<file path="config.mk">
export PLATFORM = sky130hd
export DESIGN_NAME = npc_execute
export DESIGN_NICKNAME = d
export VERILOG_FILES = /design/src/rtl/npc_isa_pkg.sv /design/src/rtl/npc_pipe_pkg.sv /design/src/rtl/npc_execute.sv
export VERILOG_INCLUDE_DIRS = /design/src /design/src/rtl
export SDC_FILE = /design/constraint.sdc
export NUM_CORES = 1
export LEC_CHECK = 0
export ABC_CLOCK_PERIOD_IN_PS = 11800
export BUFFER_PORTS_ARGS = -buffer_cell sky130_fd_sc_hd__buf_2
export CORE_MARGIN = 10
export CORE_UTILIZATION = 40
export DETAILED_ROUTE_END_ITERATION = 8
export MAX_ROUTING_LAYER = met4
export PLACE_DENSITY_LB_ADDON = 0.1
export SYNTH_ARGS = -nofsm -noshare
export SYNTH_HDL_FRONTEND = slang
export SYNTH_SLANG_ARGS = --single-unit
export TNS_END_PERCENT = 5
</file>
<file path="constraint.sdc">
create_clock -name clk -period 11.8 [get_ports clk]
set_input_delay 0.59 -clock clk [delete_from_list [all_inputs] [get_ports clk]]
set_output_delay 0.59 -clock clk [all_outputs]
set_load 0.05 [all_outputs]
</file>
<file path="src/rtl/npc_defines.svh">
`ifndef NPC_DEFINES_SVH
`define NPC_DEFINES_SVH

// --------------------
// datapath sizes
// --------------------

// integer register width
`define NPC_XLEN 64

// architectural registers, x0 included
`define NPC_NREG 32

// instruction memory, in 32-bit words
`define NPC_IMEM_DEPTH 256

// --------------------
// fixed encodings
// --------------------

// ebreak stops the core once it retires
`define NPC_EBREAK 32'h0010_0073

`endif

</file>
<file path="src/rtl/npc_isa_pkg.sv">
package npc_isa_pkg;

    // --------------------
    // major opcodes
    // --------------------
    typedef enum logic [6:0] {
        OP_IMM = 7'b0010011,
        OP     = 7'b0110011,
        LUI    = 7'b0110111,
        SYSTEM = 7'b1110011,
        OTHER  = 7'b0000000
    } opcode_e;

    // funct3 values shared by the imm and reg forms
    typedef enum logic [2:0] {
        F3_ADD = 3'b000,
        F3_XOR = 3'b100,
        F3_OR  = 3'b110,
        F3_AND = 3'b111
    } funct3_e;

    // funct7 of the reg-reg forms, alt selects sub
    localparam logic [6:0] F7_BASE = 7'b0000000;
    localparam logic [6:0] F7_ALT  = 7'b0100000;

    // --------------------
    // alu operations
    // --------------------
    typedef enum logic [2:0] {
        ALU_ADD    = 3'd0,
        ALU_SUB    = 3'd1,
        ALU_AND    = 3'd2,
        ALU_OR     = 3'd3,
        ALU_XOR    = 3'd4,
        ALU_PASS_B = 3'd5
    } alu_op_e;

endpackage

</file>
<file path="src/rtl/npc_pipe_pkg.sv">
`include "npc_defines.svh"

package npc_pipe_pkg;
    import npc_isa_pkg::*;

    typedef logic [`NPC_XLEN-1:0]         xlen_t;
    typedef logic [$clog2(`NPC_NREG)-1:0] reg_idx_t;

    // fetch to decode
    typedef struct packed {
        xlen_t       pc;
        logic [31:0] inst;
    } fs_to_ds_t;

    // decode to execute, operands as read from the register file
    typedef struct packed {
        xlen_t       pc;
        logic [31:0] inst;
        alu_op_e     alu_op;
        reg_idx_t    rs1;
        reg_idx_t    rs2;
        xlen_t       src_a;
        xlen_t       src_b;
        logic        use_imm;
        reg_idx_t    rd;
        logic        rf_we;
    } ds_to_es_t;

    // execute to writeback
    typedef struct packed {
        xlen_t       pc;
        logic [31:0] inst;
        reg_idx_t    rd;
        logic        rf_we;
        xlen_t       result;
    } es_to_ws_t;

    // register write, also the forwarding source
    typedef struct packed {
        logic     we;
        reg_idx_t rd;
        xlen_t    data;
    } ws_to_rf_t;

    // one record per retired instruction
    typedef struct packed {
        xlen_t       pc;
        logic [31:0] inst;
        reg_idx_t    rd;
        logic        rf_we;
        xlen_t       data;
    } retire_t;

endpackage

</file>
<file path="src/rtl/npc_execute.sv">
`timescale 1ns/1ps

module npc_execute import npc_isa_pkg::*, npc_pipe_pkg::*; (
    input  logic      clk,
    input  logic      reset,
    input  logic      ds_to_es_valid,
    input  ds_to_es_t ds_to_es_bus,
    input  logic      ws_allowin,
    output logic      es_allowin,
    input  ws_to_rf_t ws_to_rf_bus,
    output logic      es_to_ws_valid,
    output es_to_ws_t es_to_ws_bus
);

    logic  fwd_a;
    logic  fwd_b;
    xlen_t op_a;
    xlen_t op_b;
    xlen_t alu_result;
    logic  es_accept;

    // --------------------
    // forwarding from writeback
    // --------------------
    assign fwd_a = ws_to_rf_bus.we && ws_to_rf_bus.rd != '0
                   && ws_to_rf_bus.rd == ds_to_es_bus.rs1;
    assign fwd_b = ws_to_rf_bus.we && ws_to_rf_bus.rd != '0
                   && ws_to_rf_bus.rd == ds_to_es_bus.rs2;

    assign op_a = fwd_a ? ws_to_rf_bus.data : ds_to_es_bus.src_a;

    // immediate already sits in src_b
    always_comb begin
        if (ds_to_es_bus.use_imm) begin
            op_b = ds_to_es_bus.src_b;
        end else if (fwd_b) begin
            op_b = ws_to_rf_bus.data;
        end else begin
            op_b = ds_to_es_bus.src_b;
        end
    end

    always_comb begin
        case (ds_to_es_bus.alu_op)
            ALU_ADD:    alu_result = op_a + op_b;
            ALU_SUB:    alu_result = op_a - op_b;
            ALU_AND:    alu_result = op_a & op_b;
            ALU_OR:     alu_result = op_a | op_b;
            ALU_XOR:    alu_result = op_a ^ op_b;
            ALU_PASS_B: alu_result = op_b;
            default:    alu_result = '0;
        endcase
    end

    // --------------------
    // stage register
    // --------------------
    assign es_allowin = !es_to_ws_valid || ws_allowin;
    assign es_accept  = ds_to_es_valid && es_allowin;

    always_ff @(posedge clk) begin
        if (reset) begin
            es_to_ws_valid <= 1'b0;
        end else if (es_allowin) begin
            es_to_ws_valid <= ds_to_es_valid;
        end
    end

    always_ff @(posedge clk) begin
        if (es_accept) begin
            es_to_ws_bus.pc     <= ds_to_es_bus.pc;
            es_to_ws_bus.inst   <= ds_to_es_bus.inst;
            es_to_ws_bus.rd     <= ds_to_es_bus.rd;
            es_to_ws_bus.rf_we  <= ds_to_es_bus.rf_we;
            es_to_ws_bus.result <= alu_result;
        end
    end

    a_alu_op_known: assert property (@(posedge clk) disable iff (reset)
        ds_to_es_valid |-> !$isunknown(ds_to_es_bus.alu_op))
        else $error("unknown alu_op from decode");

endmodule

</file>
==> reports/results.tsv <==
stage	metric	value	unit
run_status	status	finished clean	
die	height of the chip	222	um
placed_design	DP Wirelength	50.1	mm
setup_path	worst-path cell chain	buf_2 > or4_1 > o21ai_1 > or4_4 > buf_4 > mux2i_1 > nand3_1 > nor3_1 > nand4_1 > nor2_1 > nor2_1 > xnor2_1 > ha_1 > a21oi_1 > o21ai_0 > a221o_1 > a31oi_1 > nor3_1 > or3_1 > or4_1 > a31oi_1 > xor2_1 > o221ai_1	
synth	post-synthesis cell count	1837	
synth	Post-Syn Nets	2347	
setup_path	CP bufs+invs	2	
synth	Ys Warns	0	
setup_path	Worst EP arrival	7.26	ns
route	DRC Markers	0	
grt	Total GRT Usage	25.6	%
die	core box area	40600	sq um
clock_network	CTS Hold Buffers Added	0	
setup_path	crit-path leading delay family	simple AND/OR/NAND/NOR gates	
synth	synthesized area	16400	sq um
clock_network	Sink Count	167	
final_layout	Nets	2767	
placed_design	port bufs	485	
die	Top Ports	486	
grt	Global Route met2 Usage	42.7	%
die	area of the die	49400	sq um
route	Detail Route Antenna Nets	0	
placed_design	GPL Wtd Cong	0.916	
sta	Setup Skew	0.00983	ns
final_layout	area growth from synthesis to layout	20.6	%
pwr	PD cells	109	nW/um^2
sta	Slew @ Worst Pin	1.14	ns
clock_network	CTS resizes	0	
clock_network	CTS clk-pin slew, worst paths	0.07	ns
sta	Slew Limit Fails	0	
route	WL/cell	22.9	um
sta	part of the cycle the worst path needs	60.0	%
synth	EDFF count, synth	166	
die	starting density of the core	40.2	%
route	routed wire length	64.2	mm
synth	Mean Syn Cell Area	8.90	sq um
clock_network	Max Buffers Root-to-Sink	2	
synth	ys async rst share	0	%
setup_path	crit-path max FO	45	
route	total number of vias	15800	
clock_network	clk root buf	clkbuf_16	
setup_path	CP peak stage delay	0.60	ns
die	Rows	74	
sta	Final Hold Vio Count	0	
synth	post-synthesis sequential area ratio	30.6	%
grt	first-pass GRT wire length	96.6	mm
sta	total negative slack	0	ns
setup_path	Startpoint Class	input port	
flow_run	max-cap violations	0	
synth	Synth Register Bits	167	
grt	vias in the first global route	15900	
die	overall die width	222	um
setup_path	CP Class	in -> reg	
sta	setup ws final	4.72	ns
clock_network	Inserted Clock Buffers	17	
synth	dominant synthesized flop cell	edfxtp_1	
sta	Setup Viol. Count Final	0	
placed_design	pre-CTS setup slack	4.32	ns
final_layout	commonest non-fill, non-tap cell in the layout	buf_2	
grt	global route overflow	0	
clock_network	CTS H-tree lvls	4	
min_path	worst hold path type	in -> reg	
grt	GR peak layer	met2	
setup_path	Worst Path Required	11.98	ns
sta	final worst path period need	7.08	ns
grt	largest net degree at the start of global routing	81	
synth	synth unique cells	75	
sta	RSZ-0062 raised after global routing	false	
pwr	P_leak	9.23	nW
final_layout	share of cells above drive strength 1	25.3	%
setup_path	CP max stage cell	buf_4	
clock_network	postcts setup bufs	0	
route	drt pass-1 iters	6	
final_layout	commonest non-fill, non-tap cells in the layout	484 x buf_2, 191 x ha_1, 166 x edfxtp_1	
grt	met1 Usage GRT	31.7	%
clock_network	CTS tree	done	
grt	initial antenna violation count	4	
pwr	Worst VDD drop	0.104	mV
route	Initial DRC Count	1359	
clock_network	Clock Latency Late Sink	0.46	ns
sta	Max-slew headroom	23.6	%
sta	Max Clock Freq	0.141	GHz
route	vias per std cell	5.63	
setup_path	Worst setup EP type	flip-flop	
grt	met3 Use GR	4.37	%
sta	Min Hold Slack	0.302	ns
## final timing paths
check,endpoint,slack [ns],startpoint,cells after the start
max,es_to_ws_bus[54],4.72,ws_to_rf_bus[65],23
min,es_to_ws_valid,0.30,reset,2
min reg2reg,es_to_ws_valid,0.53,es_to_ws_valid,2
max reg2reg,es_to_ws_bus[51],9.45,es_to_ws_valid,3
## per-layer routing
metal | vias to the layer above | wire, um
met3 | 62 | 4080
met2 | 569 | 31400
li1 | 7556 | -
met5 | - | 0
met1 | 7624 | 27600
met4 | 0 | 1140
## kinds of logic (layout without fill, tap and decap cells)
kind of cell	Yosys count	count (layout)	share of synthesized area, %
AOI/OAI and AO/OA	504	504	19.6
xor gates and xnor gates	126	126	6.79
adders and majority gates	192	192	14.7
buffers and inverters	255	687	6.08
DFF	167	167	30.6
muxes	148	148	9.13
other	0	5	0
and+or+nand+nor	445	445	13.1
## synth_stat cells, types with 3 or more instances
| master | instances | share of area, % |
|---|---|---|
| o22ai_1 | 13 | 0.50 |
| buf_1 | 6 | 0.14 |
| a222oi_1 | 4 | 0.24 |
| a41oi_1 | 3 | 0.16 |
| nor2b_1 | 7 | 0.27 |
| inv_1 | 153 | 3.5 |
| a21boi_0 | 3 | 0.14 |
| nand4_1 | 22 | 0.84 |
| o41ai_1 | 4 | 0.21 |
| xor2_1 | 27 | 1.4 |
| o31ai_1 | 10 | 0.46 |
| nor4_1 | 14 | 0.54 |
| buf_4 | 5 | 0.23 |
| nand3_1 | 22 | 0.67 |
| or2_2 | 7 | 0.27 |
| mux2i_1 | 140 | 8.6 |
| nor3_1 | 39 | 1.2 |
| a21oi_1 | 144 | 4.4 |
| a31oi_1 | 12 | 0.46 |
| o21bai_1 | 20 | 0.92 |
| buf_2 | 11 | 0.34 |
| or4_1 | 9 | 0.41 |
| nand2_1 | 134 | 3.1 |
| o21ai_0 | 122 | 3.7 |
| xnor2_1 | 98 | 5.2 |
| and3_1 | 9 | 0.34 |
| mux2_2 | 7 | 0.48 |
| a221o_1 | 3 | 0.18 |
| or4_4 | 3 | 0.21 |
| and2_1 | 9 | 0.34 |
| o21a_1 | 7 | 0.32 |
| nor2_1 | 136 | 3.1 |
| nor4_4 | 3 | 0.39 |
| nand2b_1 | 9 | 0.34 |
| ha_1 | 191 | 15 |
| o221ai_1 | 30 | 1.6 |
| clkbuf_1 | 79 | 1.8 |
| or3_1 | 10 | 0.38 |
| a22oi_1 | 13 | 0.60 |
| edfxtp_1 | 166 | 30 |
| o211ai_1 | 15 | 0.69 |
| a221oi_1 | 5 | 0.27 |
| a21o_1 | 37 | 1.7 |
| a211oi_1 | 36 | 1.7 |
## state kept, by name, summed over array words and instances (netlist names)
signal	cells
es_to_ws_valid	1
es_to_ws_bus	166
## power breakdown
group	total, W	leakage, nW	switching [W]	internal [W]
Clock	0.000534	0.251	0.000262	0.000272
Combinational	0.000893	7.35	0.000599	0.000294
Sequential	0.000727	1.63	0.0000130	0.000714
## stage by stage
stage / util (%) / std cells / area, sq um / power, W
after floorplan: - / 1837 / 16400 / 0.00136
after global placement: 47.2 / 2770 / 19200 / 0.00162
after detailed placement: 47.2 / 2770 / 19200 / 0.00162
after CTS: 48.5 / 2801 / 19700 / 0.00216
after global routing: 48.5 / 2805 / 19700 / 0.00227
final: 48.5 / 2806 / 19700 / 0.00215
## cell type report
type	count	area [sq um]
antenna	5	12.5
clock buffer	20	437
clock inverter	11	90.1
fill	3953	20900
inverter	153	574
multi-input combinational	1415	10400
sequential	167	5000
tap	532	666
timing repair buffer	503	2560
No activity file was read; power rests on OpenSTA's default activity.
