<file path="src/rtl/npc_defines.svh">
`ifndef NPC_DEFINES_SVH
`define NPC_DEFINES_SVH

// --------------------
// datapath sizes
// --------------------

// integer register width
`define NPC_XLEN 64

// architectural registers, x0 included
`define NPC_NREG 32

// instruction memory, in 32-bit words
`define NPC_IMEM_DEPTH 256

// --------------------
// fixed encodings
// --------------------

// ebreak stops the core once it retires
`define NPC_EBREAK 32'h0010_0073

`endif

</file>
<file path="src/rtl/npc_isa_pkg.sv">
package npc_isa_pkg;

    // --------------------
    // major opcodes
    // --------------------
    typedef enum logic [6:0] {
        OP_IMM = 7'b0010011,
        OP     = 7'b0110011,
        LUI    = 7'b0110111,
        SYSTEM = 7'b1110011,
        OTHER  = 7'b0000000
    } opcode_e;

    // funct3 values shared by the imm and reg forms
    typedef enum logic [2:0] {
        F3_ADD = 3'b000,
        F3_XOR = 3'b100,
        F3_OR  = 3'b110,
        F3_AND = 3'b111
    } funct3_e;

    // funct7 of the reg-reg forms, alt selects sub
    localparam logic [6:0] F7_BASE = 7'b0000000;
    localparam logic [6:0] F7_ALT  = 7'b0100000;

    // --------------------
    // alu operations
    // --------------------
    typedef enum logic [2:0] {
        ALU_ADD    = 3'd0,
        ALU_SUB    = 3'd1,
        ALU_AND    = 3'd2,
        ALU_OR     = 3'd3,
        ALU_XOR    = 3'd4,
        ALU_PASS_B = 3'd5
    } alu_op_e;

endpackage

</file>
<file path="src/rtl/npc_pipe_pkg.sv">
`include "npc_defines.svh"

package npc_pipe_pkg;
    import npc_isa_pkg::*;

    typedef logic [`NPC_XLEN-1:0]         xlen_t;
    typedef logic [$clog2(`NPC_NREG)-1:0] reg_idx_t;

    // fetch to decode
    typedef struct packed {
        xlen_t       pc;
        logic [31:0] inst;
    } fs_to_ds_t;

    // decode to execute, operands as read from the register file
    typedef struct packed {
        xlen_t       pc;
        logic [31:0] inst;
        alu_op_e     alu_op;
        reg_idx_t    rs1;
        reg_idx_t    rs2;
        xlen_t       src_a;
        xlen_t       src_b;
        logic        use_imm;
        reg_idx_t    rd;
        logic        rf_we;
    } ds_to_es_t;

    // execute to writeback
    typedef struct packed {
        xlen_t       pc;
        logic [31:0] inst;
        reg_idx_t    rd;
        logic        rf_we;
        xlen_t       result;
    } es_to_ws_t;

    // register write, also the forwarding source
    typedef struct packed {
        logic     we;
        reg_idx_t rd;
        xlen_t    data;
    } ws_to_rf_t;

    // one record per retired instruction
    typedef struct packed {
        xlen_t       pc;
        logic [31:0] inst;
        reg_idx_t    rd;
        logic        rf_we;
        xlen_t       data;
    } retire_t;

endpackage

</file>
<file path="src/rtl/npc_writeback.sv">
`timescale 1ns/1ps
`include "npc_defines.svh"

module npc_writeback import npc_pipe_pkg::*; (
    input  logic      clk,
    input  logic      reset,
    input  logic      es_to_ws_valid,
    input  es_to_ws_t es_to_ws_bus,
    output logic      ws_allowin,
    output ws_to_rf_t ws_to_rf_bus,
    output logic      retire_valid,
    output retire_t   retire,
    output logic      halted
);

    // last stage, never stalls
    assign ws_allowin = 1'b1;

    always_comb begin
        ws_to_rf_bus.we   = es_to_ws_valid && es_to_ws_bus.rf_we;
        ws_to_rf_bus.rd   = es_to_ws_bus.rd;
        ws_to_rf_bus.data = es_to_ws_bus.result;
    end

    // retire record
    assign retire_valid = es_to_ws_valid;

    always_comb begin
        retire.pc    = es_to_ws_bus.pc;
        retire.inst  = es_to_ws_bus.inst;
        retire.rd    = es_to_ws_bus.rd;
        retire.rf_we = es_to_ws_bus.rf_we;
        retire.data  = es_to_ws_bus.result;
    end

    // sticky until reset
    always_ff @(posedge clk) begin
        if (reset) begin
            halted <= 1'b0;
        end else if (es_to_ws_valid && es_to_ws_bus.inst == `NPC_EBREAK) begin
            halted <= 1'b1;
        end
    end

endmodule

</file>
<file path="config.mk">
export PLATFORM = sky130hd
export DESIGN_NAME = npc_writeback
export DESIGN_NICKNAME = d
export VERILOG_FILES = /design/src/rtl/npc_isa_pkg.sv /design/src/rtl/npc_pipe_pkg.sv /design/src/rtl/npc_writeback.sv
export VERILOG_INCLUDE_DIRS = /design/src /design/src/rtl
export SDC_FILE = /design/constraint.sdc
export NUM_CORES = 1
export LEC_CHECK = 0
export BUFFER_PORTS_ARGS = -buffer_cell sky130_fd_sc_hd__clkbuf_2
export CORE_AREA = 2 2 159 161
export CTS_CLUSTER_DIAMETER = 100
export DETAILED_ROUTE_END_ITERATION = 8
export DIE_AREA = 0 0 161 163
export SLEW_MARGIN = 20
export SYNTH_ARGS = -nofsm -noshare
export SYNTH_HDL_FRONTEND = slang
export SYNTH_SLANG_ARGS = --single-unit
</file>
<file path="constraint.sdc">
create_clock -name clk -period 0.8 [get_ports clk]
set_input_delay 0.08 -clock clk [delete_from_list [all_inputs] [get_ports clk]]
set_output_delay 0.08 -clock clk [all_outputs]
set_load 0.01 [all_outputs]
</file>
==> results of run 1 <==
[through the flow]
stage / hold WS, ps / std cells
CTS: 160.1 / 430
detailed placement: 160.1 / 430
floorplan: 185.4 / 254
finish: 160.0 / 431
global placement: 160.1 / 430
global route: 160.0 / 431
[power by group through the flow]
| stage | logic [W] | registers (W) | clock network, W |
|---|---|---|---|
| 2_1_floorplan | 0.00124 | 0.0000509 | 0 |
| 3_3_place_gp | 0.000332 | 0.0000509 | 0 |
| 3_5_place_dp | 0.000333 | 0.0000509 | 0 |
| 4_1_cts | 0.000346 | 0.0000509 | 0 |
| 5_1_grt | 0.000412 | 0.0000509 | 0 |
| 6_report | 0.000382 | 0.0000509 | 0 |
[final cells by class]
cell class / count / area share
Inverter: 1 / 0.003333
Tap cell: 330 / 0.3667
Timing Repair Buffer: 84 / 0.4489
Sequential cell: 1 / 0.01778
Multi-Input combinational cell: 15 / 0.1633
[worst min path at each step]
stage | startpoint | endpoint | slack [ps] | cells after the start
CTS | es_to_ws_bus[120] | retire[120] | 160 | 0
global placement | es_to_ws_bus[120] | retire[120] | 160 | 0
detailed placement | es_to_ws_bus[120] | retire[120] | 160 | 0
finish | es_to_ws_bus[118] | retire[118] | 160 | 0
global route | es_to_ws_bus[129] | retire[129] | 160 | 0
floorplan | reset | halted | 190 | 1
[cells by family (layout without fill, tap and decap cells)]
| family | Yosys count | in the layout | synth area share |
|---|---|---|---|
| compound gates | 1 | 1 | 0.008406 |
| buf+inv | 238 | 85 | 0.9211 |
| flops | 1 | 1 | 0.01034 |
| other cells | 1 | 1 | 0.001937 |
| simple gates | 13 | 13 | 0.05817 |
[what timing repair did]
item,CTS,global route
buffers inserted,0,1
pin swaps,3,5
hold buffers,0,0
endpoints found under the setup margin,1,1
resized for setup,4,22
[placed cells by master, fill, tap and decap left out, types with 2 or more instances in the layout]
master / n
sky130_fd_sc_hd__buf_4: 14
sky130_fd_sc_hd__buf_6: 5
sky130_fd_sc_hd__clkbuf_2: 63
sky130_fd_sc_hd__nor4_2: 2
[per-layer routing]
metal | share of wire | GRT usage
met5 | 0 | 0
met3 | 0.23 | 0.02801
met1 | 0.18 | 0.01730
met2 | 0.44 | 0.05170
met4 | 0.16 | 0.05073
==> results.md, run 1 <==
* Post-synthesis instance area at between 0.0015 and 0.002 mm2
* Most common cell in the netlist: sky130_fd_sc_hd__buf_4
* Result of the run: finished, violations left
* Number of design-rule violations left by the first detailed-router iteration at 22
* Remaining antenna violation count after routing at 0
* Post-layout worst setup margin at -206.7 ps
* Count of maximum capacitance violations at 0
* Part of the cycle the worst path needs at 1.258
* Cell count of the worst reg-to-reg path at 2
* Die Area at approximately 0.026 mm2
* Worst Setup EP: halted
* Total Power at ~0.00043 W
* Worst Setup Slack post-DPL at -301.7 ps
* Slowest-stage cell, CP: sky130_fd_sc_hd__o32ai_2
* Top post-synthesis cells by count: sky130_fd_sc_hd__buf_4 (237), sky130_fd_sc_hd__nor4_1 (2), sky130_fd_sc_hd__nor4_2 (2), sky130_fd_sc_hd__nor4b_2 (2)
* Overall overflow remaining after global route at 0
* Aggregate global-route resource usage at 0.03300
* Area share of the largest cell type after synthesis at 0.9192
* Total power divided by cell area at a little under 400 mW/mm2
* Growth of design area from synthesis to finish at -41.82%
* Ys flop type: sky130_fd_sc_hd__dfxtp_1
* Die height at approximately 160 um
* Internal power consumption at approximately 0.00026 W
* Delay of the slowest cell on the worst path at 250 ps
* Fraction of power consumed by sequential logic at 0.118
* Critical setup path kind: input pin to flop
* CP Buf/Inv Count at 2
* Synth Net Count at 423
* Number of diodes at 0
* Initial standard-cell utilization of the core at 0.07845
* Cell family contributing the most delay on the critical path: simple AND/OR/NAND/NOR gates
* Port buffer count at 71
* Net Switching at 0.0001767 W
* Die W at ~160 um
* Part of the power in combinational logic at 0.882
* Aggregate routed wire length at roughly 5200 um
* Vias in the first global route at 861
* Number of distinct standard cells referenced by the synthesized netlist at 15
* DP Area at roughly 0.0010 mm2
* Cell accounting for the most synthesized area: sky130_fd_sc_hd__buf_4
* Share of synthesized registers carrying an async set or reset at 0
* Maximum number of pins on one net before global-route repair at 3
* Max FO, Critical Path at 2
* Synth area leaders: sky130_fd_sc_hd__buf_4 (92%), sky130_fd_sc_hd__nor4b_2 (1.6%), sky130_fd_sc_hd__nor4_2 (1.3%)
* Number of setup violations in the final report at 1
* Via count at 794
* Design area at roughly 0.0011 mm2
* DRC viols at 0
* Startpoint type of the worst setup path: input pin
* Final number of hold-violating endpoints at 0
* Flops & latches, synth at 1
* Worst-case register-to-register setup slack at approximately 270 ps
* Number of ports placed on the die boundary at ~410
* Type of element capturing the critical path: flop
* Max Clock Skew at 0 ps
* Largest register FFs at 1
* Area of the multi-input gates at 183.9 um2
* Endpoint arrival time on the critical path at between 900 and 1000 ps
* CP startpoint: es_to_ws_bus[92]
* Leakage at 0.4269 nW
* Core Region at between 0.02 and 0.025 mm2
* First-pass iteration count of the detailed router at 2
* Post-layout nets at roughly 270
* Initial antenna violation count at 0
* Register with the most flip-flops: halted
* RSZ-0062 raised after global routing: yes
* Clock network power share at 0
* Highest clock frequency the design can meet at between 900 and 1000 MHz
* Violations in the final reports: negative setup slack
* Leading registers by flop count: halted x1
* Critical register-to-register path startpoint: halted
* DR vias/cell at about 1.8
* Crit path required time at 710 ps
* Sw frac at 0.4084
* Peak supply drop at approximately 0.10 mV
* First-pass GRT wire length at around 6100 um
* Sum of net half-perimeters after detailed placement at 4473 um
* Post-layout min period at just over 1000 ps
* Routed length per instance at between 10 and 15 um
* Insertion delay to the later sink of the worst-skew pair at 0 ps
* Filler Cell Count at approximately 2.9k
* Final total negative setup slack at -206.7 ps
* Yosys warnings at 0
* List of cells traversed by the critical path: clkbuf_2 > nor4_4 > buf_4 > nand3_4 > o32ai_2
* Share of layout cells above drive strength 1 at 0.9109
* Hold crit path type: input pin to primary output
* Total number of placement rows at 58
* Worst-path clk slew at 0 ps
* Number of max-slew violations in the final report at 0
* Destination of the worst register-to-register timing path: halted
* EDFF count, synth at 0
* Final Core Density at 0.04564
* Routability congestion estimate at between 0.4 and 0.5
* Total number of cells along the worst setup path at 5
* Post-Synthesis Cells at 254
* Portion of the post-synthesis area used by sequential elements at 0.01034
* Mapped Avg Cell Area at roughly 7.6 um2
* Flip-flop and latch area at between 20 and 25 um2
Power figures use the tool's default switching activity.
==> run 2: changes to the inputs <==
- ABC_AREA: not set -> 1
- CORE_AREA: 2 2 159 161 -> 4 4 158 160
- DIE_AREA: 0 0 161 163 -> 0 0 162 164
==> run 2 against run 1 <==
- the flow still finishes with violations (negative setup slack)
- sequential power hardly changed
- maximum frequency up 17%
- via count grew 0.76%
- worst hold slack unchanged
- first-iteration DRC count shrank 23%
- design area decreased by 7.6%
- worst setup slack better by 150 ps
- wire length down 7.1%
- register-to-register slack about the same
- clock skew did not move
- combinational power fell by 13%
- final cell count rose by 1.2%
- critical path type unchanged
- largest cell class unchanged
- largest power group unchanged
- highest routed layer unchanged
==> results.md, run 2 <==
* Overall overflow remaining after global route at 0 (unchanged)
* Synth area leaders: sky130_fd_sc_hd__buf_4 (91%), sky130_fd_sc_hd__nor2_1 (2.9%), sky130_fd_sc_hd__inv_1 (1.5%) (was sky130_fd_sc_hd__buf_4 (92%), sky130_fd_sc_hd__nor4b_2 (1.6%), sky130_fd_sc_hd__nor4_2 (1.3%))
* First-pass iteration count of the detailed router at 4 (was 2)
* Number of placed instances with taps included at 436 (was 430)
* Most frequent standard cell in the layout excluding fill and tap cells: sky130_fd_sc_hd__clkbuf_2 (unchanged)
* Worst Setup Slack post-DPL at -189.8 ps (was -301.7 ps)
* Share of synthesized registers carrying an async set or reset at 0 (unchanged)
* Most common cell in the netlist: sky130_fd_sc_hd__buf_4 (unchanged)
* Number of design-rule violations left by the first detailed-router iteration at 17 (was 22)
* Peak supply drop at 0.1480 mV (was 0.1046 mV)
* Number of distinct standard cells referenced by the synthesized netlist at 11 (was 15)
* Sum of net half-perimeters after detailed placement at 4249 um (was 4473 um)
* Register with the most flip-flops: halted (unchanged)
* Startpoint type of the worst setup path: input pin (unchanged)
* DP Area at 985.9 um2 (was 0.001015 mm2)
* Critical setup path kind: input pin to flop (unchanged)
* Via count at 800 (was 794)
* Internal power consumption at 0.0002219 W (was 0.0002560 W)
* Highest clock frequency the design can meet at 1167 MHz (was 993.3 MHz)
* Mux share of post-synthesis cell area at 0 (unchanged)
* Leading registers by flop count: halted x1 (unchanged)
* Vias in the first global route at 836 (was 861)
* Slowest-stage cell, CP: sky130_fd_sc_hd__or2_0 (was sky130_fd_sc_hd__o32ai_2)
* Routability congestion estimate at 0.4625 (was 0.4662)
* XOR/XNOR share of the synthesized area at 0 (unchanged)
* Area fraction in compound gates after synthesis at 0.004473 (was 0.008403)
* Total power divided by cell area at 368.8 mW/mm2 (was 384.2 mW/mm2)
* Post-synthesis instance area at 0.001958 mm2 (was 0.001936 mm2)
* Fraction of power consumed by sequential logic at 0.133 (was 0.118)
* EDFF count, synth at 0 (unchanged)
* Hold crit path type: input pin to primary output (unchanged)
* List of cells traversed by the critical path: buf_6 > or2_0 > nor2_1 > nand2_1 > nor2_1 > nand2_1 > a21oi_2 (was clkbuf_2 > nor4_4 > buf_4 > nand3_4 > o32ai_2)
* Final number of hold-violating endpoints at 0 (unchanged)
* Result of the run: finished, violations left (unchanged)
* Non-filler cells in the finished layout at 436 (was 431)
* Top post-synthesis cells by count: sky130_fd_sc_hd__buf_4 (237), sky130_fd_sc_hd__nor2_1 (15), sky130_fd_sc_hd__inv_1 (8), sky130_fd_sc_hd__nand2_1 (8), sky130_fd_sc_hd__nand4_1 (2) (was sky130_fd_sc_hd__buf_4 (237), sky130_fd_sc_hd__nor4_1 (2), sky130_fd_sc_hd__nor4_2 (2), sky130_fd_sc_hd__nor4b_2 (2))
* Most frequent cells in the layout: sky130_fd_sc_hd__clkbuf_2 (67), sky130_fd_sc_hd__nor2_1 (11), sky130_fd_sc_hd__inv_1 (8) (was sky130_fd_sc_hd__clkbuf_2 (63), sky130_fd_sc_hd__buf_4 (14), sky130_fd_sc_hd__buf_6 (5))
* First-pass GRT wire length at 5499 um (was 6127 um)
* Number of setup violations in the final report at 1 (unchanged)
* Cell family contributing the most delay on the critical path: simple AND/OR/NAND/NOR gates (unchanged)
* Area share of the largest cell type after synthesis at 0.9086 (was 0.9192)
* Post-layout nets at 288 (was 272)
* Post-synthesis share of cell area spent on and, or, nand and nor gates at 0.05942 (was 0.05818)
* Portion of the post-synthesis area used by sequential elements at 0.01022 (was 0.01034)
* Flops & latches, synth at 1 (unchanged)
* Delay of the slowest cell on the worst path at 210 ps (was 250 ps)
* Leakage at 0.4325 nW (was 0.4269 nW)
* RSZ-0062 raised after global routing: yes (unchanged)
* Part of the cycle the worst path needs at 1.071 (was 1.258)
* Cell accounting for the most synthesized area: sky130_fd_sc_hd__buf_4 (unchanged)
* Net Switching at 0.0001620 W (was 0.0001767 W)
* Post-layout min period at 857.0 ps (was 1007 ps)
* Mapped Avg Cell Area at 7.095 um2 (was 7.620 um2)
* Count of maximum capacitance violations at 0 (unchanged)
* Post-CTS setup-driven buffer insertion count at 0 (unchanged)
* Post-layout worst setup margin at -56.98 ps (was -206.7 ps)
* Aggregate routed wire length at 4848 um (was 5216 um)
* Crit path required time at 730 ps (was 710 ps)
* Largest register FFs at 1 (unchanged)
* Sw frac at 0.4220 (was 0.4084)
* Max Clock Skew at 0 ps (unchanged)
* Post-Synthesis Cells at 276 (was 254)
* Core Region at 0.02340 mm2 (was 0.02467 mm2)
* Aggregate global-route resource usage at 0.02894 (was 0.03300)
* Ys flop type: sky130_fd_sc_hd__dfxtp_1 (unchanged)
* Final hold slack at 160.0 ps (unchanged)
* Port buffer count at 71 (unchanged)
* Maximum number of pins on one net before global-route repair at 3 (unchanged)
* Die height at 164 um (was 163 um)
* Initial antenna violation count at 0 (unchanged)
* Number of ports placed on the die boundary at 408 (unchanged)
* Die W at 162 um (was 161 um)
* Max FO, Critical Path at 2 (unchanged)
* Remaining antenna violation count after routing at 0 (unchanged)
* Design area at 0.001041 mm2 (was 0.001126 mm2)
* Total number of placement rows at 56 (was 58)
* Yosys warnings at 0 (unchanged)
* Synth Net Count at 445 (was 423)
* Part of the power in combinational logic at 0.867 (was 0.882)
* Die Area at 0.02657 mm2 (was 0.02624 mm2)
* Clock network power share at 0 (about the same)
* CP Buf/Inv Count at 1 (was 2)
* Combinational family with the most area after synthesis: buffers and inverters (unchanged)
* Share of layout cells above drive strength 1 at 0.7350 (was 0.9109)
* DR vias/cell at 1.835 (was 1.842)
* DRC viols at 0 (unchanged)
* Post-synthesis share of cell area spent on full adders, half adders and majority gates at 0 (unchanged)
* Worst-path clk slew at 0 ps (about the same)
* Endpoint arrival time on the critical path at 790 ps (was 920 ps)
* Initial standard-cell utilization of the core at 0.08367 (was 0.07845)
* Number of diodes at 0 (unchanged)
* Type of element capturing the critical path: flop (unchanged)
* Growth of design area from synthesis to finish at -46.84% (was -41.82%)
* Number of max-slew violations in the final report at 0 (unchanged)
* Insertion delay to the later sink of the worst-skew pair at 0 ps (about the same)
* Violations in the final reports: negative setup slack (unchanged)
* Cts hold-fix bufs at 0 (unchanged)
* Routed length per instance at 11.12 um (was 12.10 um)
## run 2: changes by cell type after synthesis, moves of 2 or more
cell,delta
sky130_fd_sc_hd__nor4_2,-2
sky130_fd_sc_hd__nor4_1,-2
sky130_fd_sc_hd__nor2_1,+14
sky130_fd_sc_hd__nand2_1,+7
sky130_fd_sc_hd__inv_1,+7
sky130_fd_sc_hd__nor4b_2,-2
## run 2: path summary, 6_finish.rpt
| kind | slack, ps | startpoint | endpoint | cells past startpoint |
|---|---|---|---|---|
| worst max-delay path | -60 | es_to_ws_bus[83] | halted | 7 |
| worst min-delay path | 160 | es_to_ws_bus[107] | retire[107] | 0 |
| worst max register to register | 280 | halted | halted | 2 |
| worst min register to register | 440 | halted | halted | 2 |
## run 2: area by class of cell
class / instances / area [um2]
inverters: 8 / 30.03
multi-input cells: 30 / 158.9
flip-flops and latches: 1 / 20.02
well taps: 319 / 399.1
fillers: 2818 / 22360
repair buffers: 78 / 432.9
## run 2: metrics by stage
| stage | setup TNS, ps | power, W | util |
|---|---|---|---|
| 6_report | -56.98 | 0.0003839 | 0.04448 |
| 5_1_grt | -195.6 | 0.0004158 | 0.04448 |
| 4_1_cts | -97.31 | 0.0003659 | 0.04245 |
| 3_5_place_dp | -189.8 | 0.0003642 | 0.04213 |
| 3_3_place_gp | -194.7 | 0.0003608 | 0.04213 |
| 2_1_floorplan | 0 | 0.001301 | - |
## run 2: worst register-to-register path: stages, from the launching register on
cell,delay (ps)
sky130_fd_sc_hd__dfxtp_1,300
sky130_fd_sc_hd__inv_1,50
sky130_fd_sc_hd__a21oi_2,100
## run 2: power groups by stage
stage | logic [W] | registers [W] | clock network [W]
2_1_floorplan | 0.00125 | 0.0000509 | 0
3_3_place_gp | 0.000310 | 0.0000509 | 0
3_5_place_dp | 0.000313 | 0.0000509 | 0
4_1_cts | 0.000315 | 0.0000509 | 0
5_1_grt | 0.000365 | 0.0000509 | 0
6_report | 0.000333 | 0.0000509 | 0
## run 2: per-layer routing
layer | up-vias | global-route usage | share of wire
li1 | 278 | - | -
met1 | 254 | 0.01152 | 0.16
met2 | 180 | 0.04357 | 0.42
met3 | 88 | 0.02836 | 0.26
met4 | 0 | 0.04806 | 0.16
met5 | - | 0.01136 | 0
## run 2: cells by family after synthesis
group | count (synthesis)
other | 1
AO/OA/AOI/OAI | 1
buffers and inverters | 245
AND/OR/NAND/NOR | 28
flip-flops | 1
## run 2: repair_timing
| action | in CTS | in global routing |
|---|---|---|
| resized for setup | 3 | 13 |
| cloned | 0 | 0 |
| pin swaps | 0 | 6 |
| endpoints found under the setup margin | 1 | 1 |
