[config.mk]
export PLATFORM = sky130hd
export DESIGN_NAME = npc_decode
export DESIGN_NICKNAME = d
export VERILOG_FILES = /design/src/rtl/npc_isa_pkg.sv /design/src/rtl/npc_pipe_pkg.sv /design/src/rtl/npc_decode.sv
export VERILOG_INCLUDE_DIRS = /design/src /design/src/rtl
export SDC_FILE = /design/constraint.sdc
export NUM_CORES = 1
export LEC_CHECK = 0
export ABC_AREA = 1
export BUFFER_PORTS_ARGS = -buffer_cell sky130_fd_sc_hd__buf_2
export CORE_AREA = 2 2 191 193
export CTS_CLUSTER_DIAMETER = 50
export DETAILED_ROUTE_END_ITERATION = 6
export DIE_AREA = 0 0 193 195
export PLACE_DENSITY_LB_ADDON = 0.08
export SYNTH_ARGS = -nofsm -noshare
export SYNTH_HDL_FRONTEND = slang
export SYNTH_SLANG_ARGS = --single-unit
[constraint.sdc]
create_clock -name clk -period 13.9 [get_ports clk]
set_input_delay 2.78 -clock clk [delete_from_list [all_inputs] [get_ports clk]]
set_output_delay 2.78 -clock clk [all_outputs]
set_load 0.02 [all_outputs]
[src/rtl/npc_defines.svh]
`ifndef NPC_DEFINES_SVH
`define NPC_DEFINES_SVH

// --------------------
// datapath sizes
// --------------------

// integer register width
`define NPC_XLEN 64

// architectural registers, x0 included
`define NPC_NREG 32

// instruction memory, in 32-bit words
`define NPC_IMEM_DEPTH 256

// --------------------
// fixed encodings
// --------------------

// ebreak stops the core once it retires
`define NPC_EBREAK 32'h0010_0073

`endif

[src/rtl/npc_isa_pkg.sv]
package npc_isa_pkg;

    // --------------------
    // major opcodes
    // --------------------
    typedef enum logic [6:0] {
        OP_IMM = 7'b0010011,
        OP     = 7'b0110011,
        LUI    = 7'b0110111,
        SYSTEM = 7'b1110011,
        OTHER  = 7'b0000000
    } opcode_e;

    // funct3 values shared by the imm and reg forms
    typedef enum logic [2:0] {
        F3_ADD = 3'b000,
        F3_XOR = 3'b100,
        F3_OR  = 3'b110,
        F3_AND = 3'b111
    } funct3_e;

    // funct7 of the reg-reg forms, alt selects sub
    localparam logic [6:0] F7_BASE = 7'b0000000;
    localparam logic [6:0] F7_ALT  = 7'b0100000;

    // --------------------
    // alu operations
    // --------------------
    typedef enum logic [2:0] {
        ALU_ADD    = 3'd0,
        ALU_SUB    = 3'd1,
        ALU_AND    = 3'd2,
        ALU_OR     = 3'd3,
        ALU_XOR    = 3'd4,
        ALU_PASS_B = 3'd5
    } alu_op_e;

endpackage

[src/rtl/npc_pipe_pkg.sv]
`include "npc_defines.svh"

package npc_pipe_pkg;
    import npc_isa_pkg::*;

    typedef logic [`NPC_XLEN-1:0]         xlen_t;
    typedef logic [$clog2(`NPC_NREG)-1:0] reg_idx_t;

    // fetch to decode
    typedef struct packed {
        xlen_t       pc;
        logic [31:0] inst;
    } fs_to_ds_t;

    // decode to execute, operands as read from the register file
    typedef struct packed {
        xlen_t       pc;
        logic [31:0] inst;
        alu_op_e     alu_op;
        reg_idx_t    rs1;
        reg_idx_t    rs2;
        xlen_t       src_a;
        xlen_t       src_b;
        logic        use_imm;
        reg_idx_t    rd;
        logic        rf_we;
    } ds_to_es_t;

    // execute to writeback
    typedef struct packed {
        xlen_t       pc;
        logic [31:0] inst;
        reg_idx_t    rd;
        logic        rf_we;
        xlen_t       result;
    } es_to_ws_t;

    // register write, also the forwarding source
    typedef struct packed {
        logic     we;
        reg_idx_t rd;
        xlen_t    data;
    } ws_to_rf_t;

    // one record per retired instruction
    typedef struct packed {
        xlen_t       pc;
        logic [31:0] inst;
        reg_idx_t    rd;
        logic        rf_we;
        xlen_t       data;
    } retire_t;

endpackage

[src/rtl/npc_decode.sv]
`timescale 1ns/1ps
`include "npc_defines.svh"

module npc_decode import npc_isa_pkg::*, npc_pipe_pkg::*; (
    input  logic      clk,
    input  logic      reset,
    input  logic      fs_to_ds_valid,
    input  fs_to_ds_t fs_to_ds_bus,
    input  logic      es_allowin,
    output logic      ds_allowin,
    output reg_idx_t  rs1,
    output reg_idx_t  rs2,
    input  xlen_t     rdata1,
    input  xlen_t     rdata2,
    output logic      ds_to_es_valid,
    output ds_to_es_t ds_to_es_bus
);

    logic [31:0] inst;
    logic [2:0]  funct3;
    logic [6:0]  funct7;
    reg_idx_t    rd;
    xlen_t       imm_i;
    xlen_t       imm_u;
    xlen_t       src_b;
    opcode_e     opcode;
    alu_op_e     alu_op;
    logic        use_imm;
    logic        supported;
    logic        is_ebreak;
    logic        stop;
    logic        ds_accept;

    // --------------------
    // fields and immediates
    // --------------------
    assign inst   = fs_to_ds_bus.inst;
    assign rd     = inst[11:7];
    assign funct3 = inst[14:12];
    assign rs1    = inst[19:15];
    assign rs2    = inst[24:20];
    assign funct7 = inst[31:25];

    assign imm_i = {{(`NPC_XLEN-12){inst[31]}}, inst[31:20]};
    assign imm_u = {{(`NPC_XLEN-32){inst[31]}}, inst[31:12], 12'b0};

    assign is_ebreak = (inst == `NPC_EBREAK);

    always_comb begin
        case (inst[6:0])
            OP_IMM:  opcode = OP_IMM;
            OP:      opcode = OP;
            LUI:     opcode = LUI;
            SYSTEM:  opcode = SYSTEM;
            default: opcode = OTHER;
        endcase
    end

    // operation select, unknown encodings fall through as no-ops
    always_comb begin
        alu_op    = ALU_ADD;
        use_imm   = 1'b0;
        supported = 1'b0;
        src_b     = rdata2;
        case (opcode)
            OP_IMM: begin
                use_imm   = 1'b1;
                supported = 1'b1;
                src_b     = imm_i;
                case (funct3)
                    F3_ADD:  alu_op = ALU_ADD;
                    F3_XOR:  alu_op = ALU_XOR;
                    F3_OR:   alu_op = ALU_OR;
                    F3_AND:  alu_op = ALU_AND;
                    default: supported = 1'b0;
                endcase
            end
            OP: begin
                supported = 1'b1;
                case ({funct7, funct3})
                    {F7_BASE, F3_ADD}: alu_op = ALU_ADD;
                    {F7_ALT, F3_ADD}:  alu_op = ALU_SUB;
                    {F7_BASE, F3_XOR}: alu_op = ALU_XOR;
                    {F7_BASE, F3_OR}:  alu_op = ALU_OR;
                    {F7_BASE, F3_AND}: alu_op = ALU_AND;
                    default:           supported = 1'b0;
                endcase
            end
            LUI: begin
                alu_op    = ALU_PASS_B;
                use_imm   = 1'b1;
                supported = 1'b1;
                src_b     = imm_u;
            end
            default: begin
                supported = 1'b0;
            end
        endcase
    end

    // --------------------
    // handshake and stop
    // --------------------
    assign ds_allowin = !stop && (!ds_to_es_valid || es_allowin);
    assign ds_accept  = fs_to_ds_valid && ds_allowin;

    always_ff @(posedge clk) begin
        if (reset) begin
            ds_to_es_valid <= 1'b0;
            stop           <= 1'b0;
        end else begin
            if (ds_allowin) begin
                ds_to_es_valid <= fs_to_ds_valid;
            end else if (es_allowin) begin
                // ebreak handed on, nothing follows it
                ds_to_es_valid <= 1'b0;
            end
            if (ds_accept && is_ebreak) begin
                stop <= 1'b1;
            end
        end
    end

    always_ff @(posedge clk) begin
        if (ds_accept) begin
            ds_to_es_bus.pc      <= fs_to_ds_bus.pc;
            ds_to_es_bus.inst    <= inst;
            ds_to_es_bus.alu_op  <= alu_op;
            ds_to_es_bus.rs1     <= rs1;
            ds_to_es_bus.rs2     <= rs2;
            ds_to_es_bus.src_a   <= rdata1;
            ds_to_es_bus.src_b   <= src_b;
            ds_to_es_bus.use_imm <= use_imm;
            ds_to_es_bus.rd      <= rd;
            ds_to_es_bus.rf_we   <= supported && (rd != '0);
        end
    end

endmodule

==> parameters.txt, run 1 <==
Parameter                              Value

Route
  Routed wire length ... between 20000 and 30000 um
  DR vias/cell ... 3.90
  Total via count in the routed design ... approximately 5700
  DRC violations left ... 0
  Average wire per cell in the routed design ... 18.7 um
  Antenna violation net count after detailed routing ... 0
  Number of design-rule violations left by the first detailed-router iteration ... between 300 and 400
  First-pass detailed-route iteration total ... 4

STA
  Fin. Hold Viols ... 0
  Portion of the clock cycle consumed by the worst path in the final layout ... between 40% and 50%
  Unrepaired setup endpoints after global routing ... false
  Setup skew after layout ... between 0.015 and 0.02 ns
  Maximum clock rate ... ~170 MHz
  Setup-failing EPs final ... 0
  Worst slew pin tran ... roughly 1 ns
  Sum of negative setup slack ... 0 ns
  Crit path time final ... approximately 6 ns
  Slew HR ... roughly a third
  Final Max Slew Viols ... 0

Clocking
  TritonCTS clock tree ... built
  CTS H-Tree Depth ... 1
  TritonCTS buffer count ... 31
  Worst skew pair latency ... 0.56 ns
  Clock tree buffer depth ... 3
  Clock-pin transition on the worst setup and hold timing paths ... around 0.060 ns
  Number of hold buffers added after CTS ... 0
  Clock sink count ... between 200 and 250
  Clock root buffer master ... sky130_fd_sc_hd__clkbuf_16
  Setup Buffers After CTS ... 0
  Number of gates resized after CTS ... 0

Layout
  Filler-free cell count of the finished design ... 1466
  Sequential Area ... a little under 0.007 mm2
  Fill cells ... between 3000 and 4000
  Area of combinational cells with multiple inputs ... roughly 900 um2
  Ratio of cells with drive above 1 in the final layout ... a little under three fifths
  Post-Route Utilization ... between 30% and 40%
  Number of nets in the layout ... 1206
  Relative area change from synthesis to final layout ... 46.1%

Yosys
  Cell area after synthesis ... about 0.008 mm2
  EDFF count, synth ... roughly 230
  Post-synthesis sequential element count ... between 200 and 250
  Post-synth top cells ... sky130_fd_sc_hd__edfxtp_1 (229), sky130_fd_sc_hd__nand2_1 (114), sky130_fd_sc_hd__buf_4 (25), sky130_fd_sc_hd__inv_1 (25), sky130_fd_sc_hd__nor2_1 (20)
  Synth cell types ... 22
  Avg Synthesized Cell Area ... approximately 17 um2
  Sequential share of the synthesized area ... a little over four fifths
  Cells after synthesis ... 498
  Fraction of registers with async set/reset ... 0%
  Number of synthesis warnings ... 0
  Cell type with the highest aggregate area in the netlist ... sky130_fd_sc_hd__edfxtp_1
  Dominant register cell in the synthesized netlist ... sky130_fd_sc_hd__edfxtp_1
  Most common cell in the netlist ... sky130_fd_sc_hd__edfxtp_1
  Dominant cells by area after synthesis ... sky130_fd_sc_hd__edfxtp_1 (84%), sky130_fd_sc_hd__nand2_1 (5.2%), sky130_fd_sc_hd__buf_4 (2.3%)
  Syn nets ... 726
  Yosys top cell area share ... 83.7%

Worst hold path
  Hold Crit Depth ... 2
  HP Class ... register to register

Floorplanning
  CORE AREA ... roughly 0.035 mm2
  Number of standard-cell rows in the floorplan ... 69
  DIE WIDTH ... 193 um
  Area enclosed by the die boundary ... 0.0376 mm2
  Number of top-level design ports ... ~480
  Initial cell density of the core ... around 23%
  Die Span Y ... ~200 um

Power and ir drop
  Part of the total power dissipated in sequential elements ... 45.6%
  P per Cell Area ... 151 mW/mm2
  Leakage component of the power ... approximately 5.4 nW
  Largest vdd supply drop ... between 0.09 and 0.1 mV
  Clock network fraction of total power ... between 40 and 50%
  Sw Pwr ... around 0.45 mW
  Combinational cell fraction of total power ... about a tenth
  Fraction of power spent switching nets ... between 20 and 25%
  Cell Int Power ... ~1.4 mW

Worst setup path
  Count of cells along the worst register-to-register path ... 5
  Crit path to ... ds_allowin
  Beginning of the worst register-to-register path ... ds_to_es_valid
  Required time of the critical path ... 11.12 ns
  Critical path start-end classification ... input pin to primary output
  Source of the critical timing path ... es_allowin
  CP arrival ... 3.24 ns
  Startpoint type of the worst setup path ... input pin
  Reg2reg end ... ds_to_es_bus[188]
  CP Capture Type ... primary output
  Slack of the worst reg-to-reg path ... 10.64 ns
  Maximum fanout count along the critical path ... 2

Run
  Max capacitance violation total ... 0

Placement
  Count of buffers from port buffering ... slightly below 500
  Final HPWL DP ... approximately 21000 um
  Placed Instances ... between 1000 and 1500
  Placer Congestion ... between 0.7 and 0.8

Global route
  Largest net degree at the start of global routing ... between 90 and 100
  Remaining Overflow, GRT ... 0
  Number of antenna violations at the first check in global routing ... 4
  Vias in the first global route ... 5754
  Global-route wire length before repair ... roughly 37000 um
  Global-route total usage across every layer ... about 14%

Outcome
  Status ... finished clean
[power by group through the flow]
stage	registers (mW)	clock network [mW]	logic [mW]
global placement	0.844	0	0.188
detailed placement	0.844	0	0.187
finish	0.829	0.804	0.183
floorplan	0.907	0	0.0387
CTS	0.830	0.831	0.187
global route	0.833	0.859	0.198
[per-layer routing]
metal / global-route usage [%] / vias up / part of all wire [%]
met3: 5.93 / 38 / 12
met2: 24.5 / 304 / 50
li1: - / 2736 / -
met1: 14.4 / 2645 / 36
met5: 0 / - / 0
met4: 3.93 / 0 / 1.9
[stage by stage]
stage	worst slack, ns	hold WS (ns)	instance area [um2]	total power [mW]
after detailed placement	7.88	0.473	11000	1.03
after global placement	7.87	0.493	11000	1.03
after floorplan	5.92	0.445	8220	0.946
after global routing	7.79	0.511	12000	1.89
final	7.88	0.475	12000	1.82
after CTS	7.87	0.482	12000	1.85
[placed cells by master (no fill, tap or decap), types with 3 or more instances in the layout]
master                       instances
sky130_fd_sc_hd__buf_2             483
sky130_fd_sc_hd__buf_4               3
sky130_fd_sc_hd__bufinv_16           4
sky130_fd_sc_hd__clkbuf_16          31
sky130_fd_sc_hd__clkinv_1            3
sky130_fd_sc_hd__clkinv_2            8
sky130_fd_sc_hd__clkinv_4            3
sky130_fd_sc_hd__clkinvlp_4          3
sky130_fd_sc_hd__edfxtp_1          229
sky130_fd_sc_hd__inv_1              24
sky130_fd_sc_hd__inv_2               4
sky130_fd_sc_hd__inv_6               5
sky130_fd_sc_hd__nand2_1           114
sky130_fd_sc_hd__nand2_2            11
sky130_fd_sc_hd__nand3_1            14
sky130_fd_sc_hd__nand4_1             3
sky130_fd_sc_hd__nor2_1             20
sky130_fd_sc_hd__nor3_1              3
sky130_fd_sc_hd__o211ai_1           14
sky130_fd_sc_hd__o21ai_0             8
sky130_fd_sc_hd__o21ai_1             5
[flip-flops by register name, summed over array words and instances, names as in the netlist]
signal and count:
stop 1, ds_to_es_valid 1, ds_to_es_bus 229
[cells by family (layout without fill, tap and decap cells)]
| logic type | after synthesis | count (layout) | synth area share (%) |
|---|---|---|---|
| and+or+nand+nor | 169 | 169 | 8.63 |
| other | 0 | 2 | 0 |
| DFF | 231 | 231 | 84.2 |
| buffers and inverters | 68 | 573 | 4.93 |
| AOI/OAI and AO/OA | 30 | 30 | 2.28 |
[cell type report]
cell class              instances  share of cell area (%)
flip-flops and latches        231                    57.6
repair buffers                486                    20.3
multi-input cells             199                    7.51
clock buffers                  31                    6.46
well taps                     461                    4.80
clock inverters                27                    2.29
inverters                      29                   0.969
diodes                          2                  0.0417
[how the worst min path moves through the flow]
stage | from | endpoint | slack (ns)
after detailed placement | stop | stop | 0.47
final | stop | stop | 0.48
after global placement | stop | stop | 0.49
after CTS | stop | stop | 0.48
after floorplan | stop | stop | 0.44
after global routing | stop | stop | 0.51
[critical path: stages]
cell	delay (ns)
sky130_fd_sc_hd__buf_2	0.08
sky130_fd_sc_hd__inv_1	0.03
sky130_fd_sc_hd__nand2_1	0.06
sky130_fd_sc_hd__inv_1	0.05
sky130_fd_sc_hd__nor2_1	0.07
sky130_fd_sc_hd__buf_2	0.16
Note: power is estimated with default switching activity, not from simulation.
==> run 2: changes to the inputs <==
CORE_AREA = 2 2 187 189   (was 2 2 191 193)
DIE_AREA = 0 0 189 191   (was 0 0 193 195)
clock period = 5.2 ns   (was 13.9 ns; I/O delays follow)
==> parameters.txt, run 2 (synthesized netlist as in run 1, its figures left out) <==
Parameter                              Value

Placement
  Placer Congestion ... roughly 0.77
  Count of buffers from port buffering ... between 400 and 500
  Final HPWL DP ... roughly 20000 um
  Post-placement worst setup slack ... between 2 and 2.5 ns
  Placed Instance Area ... between 0.01 and 0.015 mm2

Clocking
  Clock tree buffer depth ... 3
  CTS H-Tree Depth ... 2
  Clock root buffer master ... sky130_fd_sc_hd__clkbuf_16
  Setup Buffers After CTS ... 0
  Number of gates resized after CTS ... 0
  TritonCTS clock tree ... built
  TritonCTS buffer count ... 34
  Clock sink count ... 231
  Clock-pin transition on the worst setup and hold timing paths ... ~0.050 ns
  Worst skew pair latency ... 0.50 ns
  Number of hold buffers added after CTS ... 0

STA
  Crit path time final ... approximately 2.6 ns
  Fin. Hold Viols ... 0
  Final Max Slew Viols ... 0
  Fin Hold WS ... ~0.48 ns
  Worst slew pin tran ... between 0.8 and 0.9 ns
  Unrepaired setup endpoints after global routing ... false
  Final Worst Setup Slack ... approximately 2.6 ns
  Maximum clock rate ... between 300 and 400 MHz
  Portion of the clock cycle consumed by the worst path in the final layout ... between 40% and 50%
  Setup skew after layout ... between 0.02 and 0.025 ns
  Sum of negative setup slack ... 0 ns
  Slew HR ... a little under half
  Setup-failing EPs final ... 0

Global route
  Number of antenna violations at the first check in global routing ... 2
  Global-route total usage across every layer ... ~14%
  Remaining Overflow, GRT ... 0
  Vias in the first global route ... ~5700
  Global-route wire length before repair ... between 30000 and 40000 um
  Largest net degree at the start of global routing ... 130

Route
  Antenna violation net count after detailed routing ... 0
  Total via count in the routed design ... around 5800
  First-pass detailed-route iteration total ... 4
  Number of design-rule violations left by the first detailed-router iteration ... 311
  Average wire per cell in the routed design ... 18.3 um
  Routed wire length ... 26700 um
  DRC violations left ... 0
  DR vias/cell ... approximately 3.9

Floorplanning
  CORE AREA ... 0.0341 mm2
  DIE WIDTH ... between 150 and 200 um
  Die Span Y ... approximately 190 um
  Area enclosed by the die boundary ... between 0.03 and 0.04 mm2
  Initial cell density of the core ... about 24%
  Number of top-level design ports ... between 400 and 500
  Number of standard-cell rows in the floorplan ... about 70

Worst setup path
  Slowest library cell on the worst path ... sky130_fd_sc_hd__buf_2
  Critical path start-end classification ... input pin to primary output
  Buf/Inv on CP ... 4
  CP Capture Type ... primary output
  List of cells traversed by the critical path ... buf_2 > inv_1 > nand2_1 > inv_1 > nor2_1 > buf_2
  CP arrival ... about 1.5 ns
  Maximum fanout count along the critical path ... 2
  Longest individual stage delay on the worst path ... between 0.15 and 0.2 ns
  Required time of the critical path ... about 4.2 ns
  Crit path max-delay family ... buffers and inverters
  Startpoint type of the worst setup path ... input pin

Layout
  Top Registers ... ds_to_es_bus: 229 flops, ds_to_es_valid: 1 flops, stop: 1 flops
  Commonest non-fill, non-tap cell in the layout ... sky130_fd_sc_hd__buf_2
  Post-layout instance area ... 0.0121 mm2
  Ratio of cells with drive above 1 in the final layout ... a little under three fifths
  Number of nets in the layout ... 1209
  Most frequent cells in the layout ... sky130_fd_sc_hd__buf_2 (483), sky130_fd_sc_hd__edfxtp_1 (229), sky130_fd_sc_hd__nand2_1 (114)
  Number of flip-flops in the largest register ... between 200 and 250
  Register with the highest flop count ... ds_to_es_bus
  Relative area change from synthesis to final layout ... 46.9%

Worst hold path
  HP Class ... register to register

Power and ir drop
  Post-route total power ... 4.96 mW
  Largest vdd supply drop ... 0.171 mV
  Leakage component of the power ... 5.42 nW
  P per Cell Area ... around 400 mW/mm2

Run
  Max capacitance violation total ... 0

Outcome
  Status ... finished clean
-- run 2: cell count changes in the layout (fill, tap and decap cells not counted) --
cell                        previous run  this run
sky130_fd_sc_hd__clkbuf_1              0         2
sky130_fd_sc_hd__clkinv_1              3         6
sky130_fd_sc_hd__inv_6                 5         3
sky130_fd_sc_hd__inv_8                 2         0
sky130_fd_sc_hd__buf_12                0         2
sky130_fd_sc_hd__clkinv_2              8         3
sky130_fd_sc_hd__clkbuf_16            31        35
sky130_fd_sc_hd__buf_4                 3         1
sky130_fd_sc_hd__diode_2               2         1
-- run 2: metal layers --
metal  vias up  share of wire, %  global-route usage, %
li1       2737                 -                      -
met1      2679                36                   15.1
met2       309                52                   25.1
met3        28                11                   6.08
met4         2               1.6                   4.15
met5         -             0.026                      0
-- run 2: report_power, final --
part | total (mW) | leakage, nW | internal, mW | switching (mW)
sequential | 2.21 | 2.24 | 2.19 | 0.0259
combinational | 0.489 | 2.64 | 0.161 | 0.328
clock | 2.25 | 0.538 | 1.43 | 0.827
-- run 2: worst min-delay path, stage by stage (launching register included) --
cell                      delay [ns]
sky130_fd_sc_hd__dfxtp_1        0.31
sky130_fd_sc_hd__inv_1          0.07
sky130_fd_sc_hd__a21oi_1        0.06
-- run 2: layout make-up --
class,count,area (um2)
fill,3466,22000
timing repair buffer,486,2460
inverter,29,113
tap,455,569
antenna,1,2.50
clock buffer,37,883
sequential,231,6920
clock inverter,21,225
multi-input combinational,199,902
-- run 2: worst paths after layout --
check,slack (ns),to,startpoint,cells after the start
hold reg to reg,0.48,stop,stop,2
hold / removal,0.48,stop,stop,2
setup reg to reg,3.47,ds_to_es_bus[227],ds_to_es_valid,4
setup / recovery,2.64,ds_allowin,es_allowin,6
-- run 2: metrics by stage --
stage | util [%] | std cells
2_1_floorplan | - | 498
4_1_cts | 35.4 | 1458
3_5_place_dp | 32.1 | 1400
5_1_grt | 35.4 | 1459
3_3_place_gp | 32.1 | 1400
6_report | 35.4 | 1459
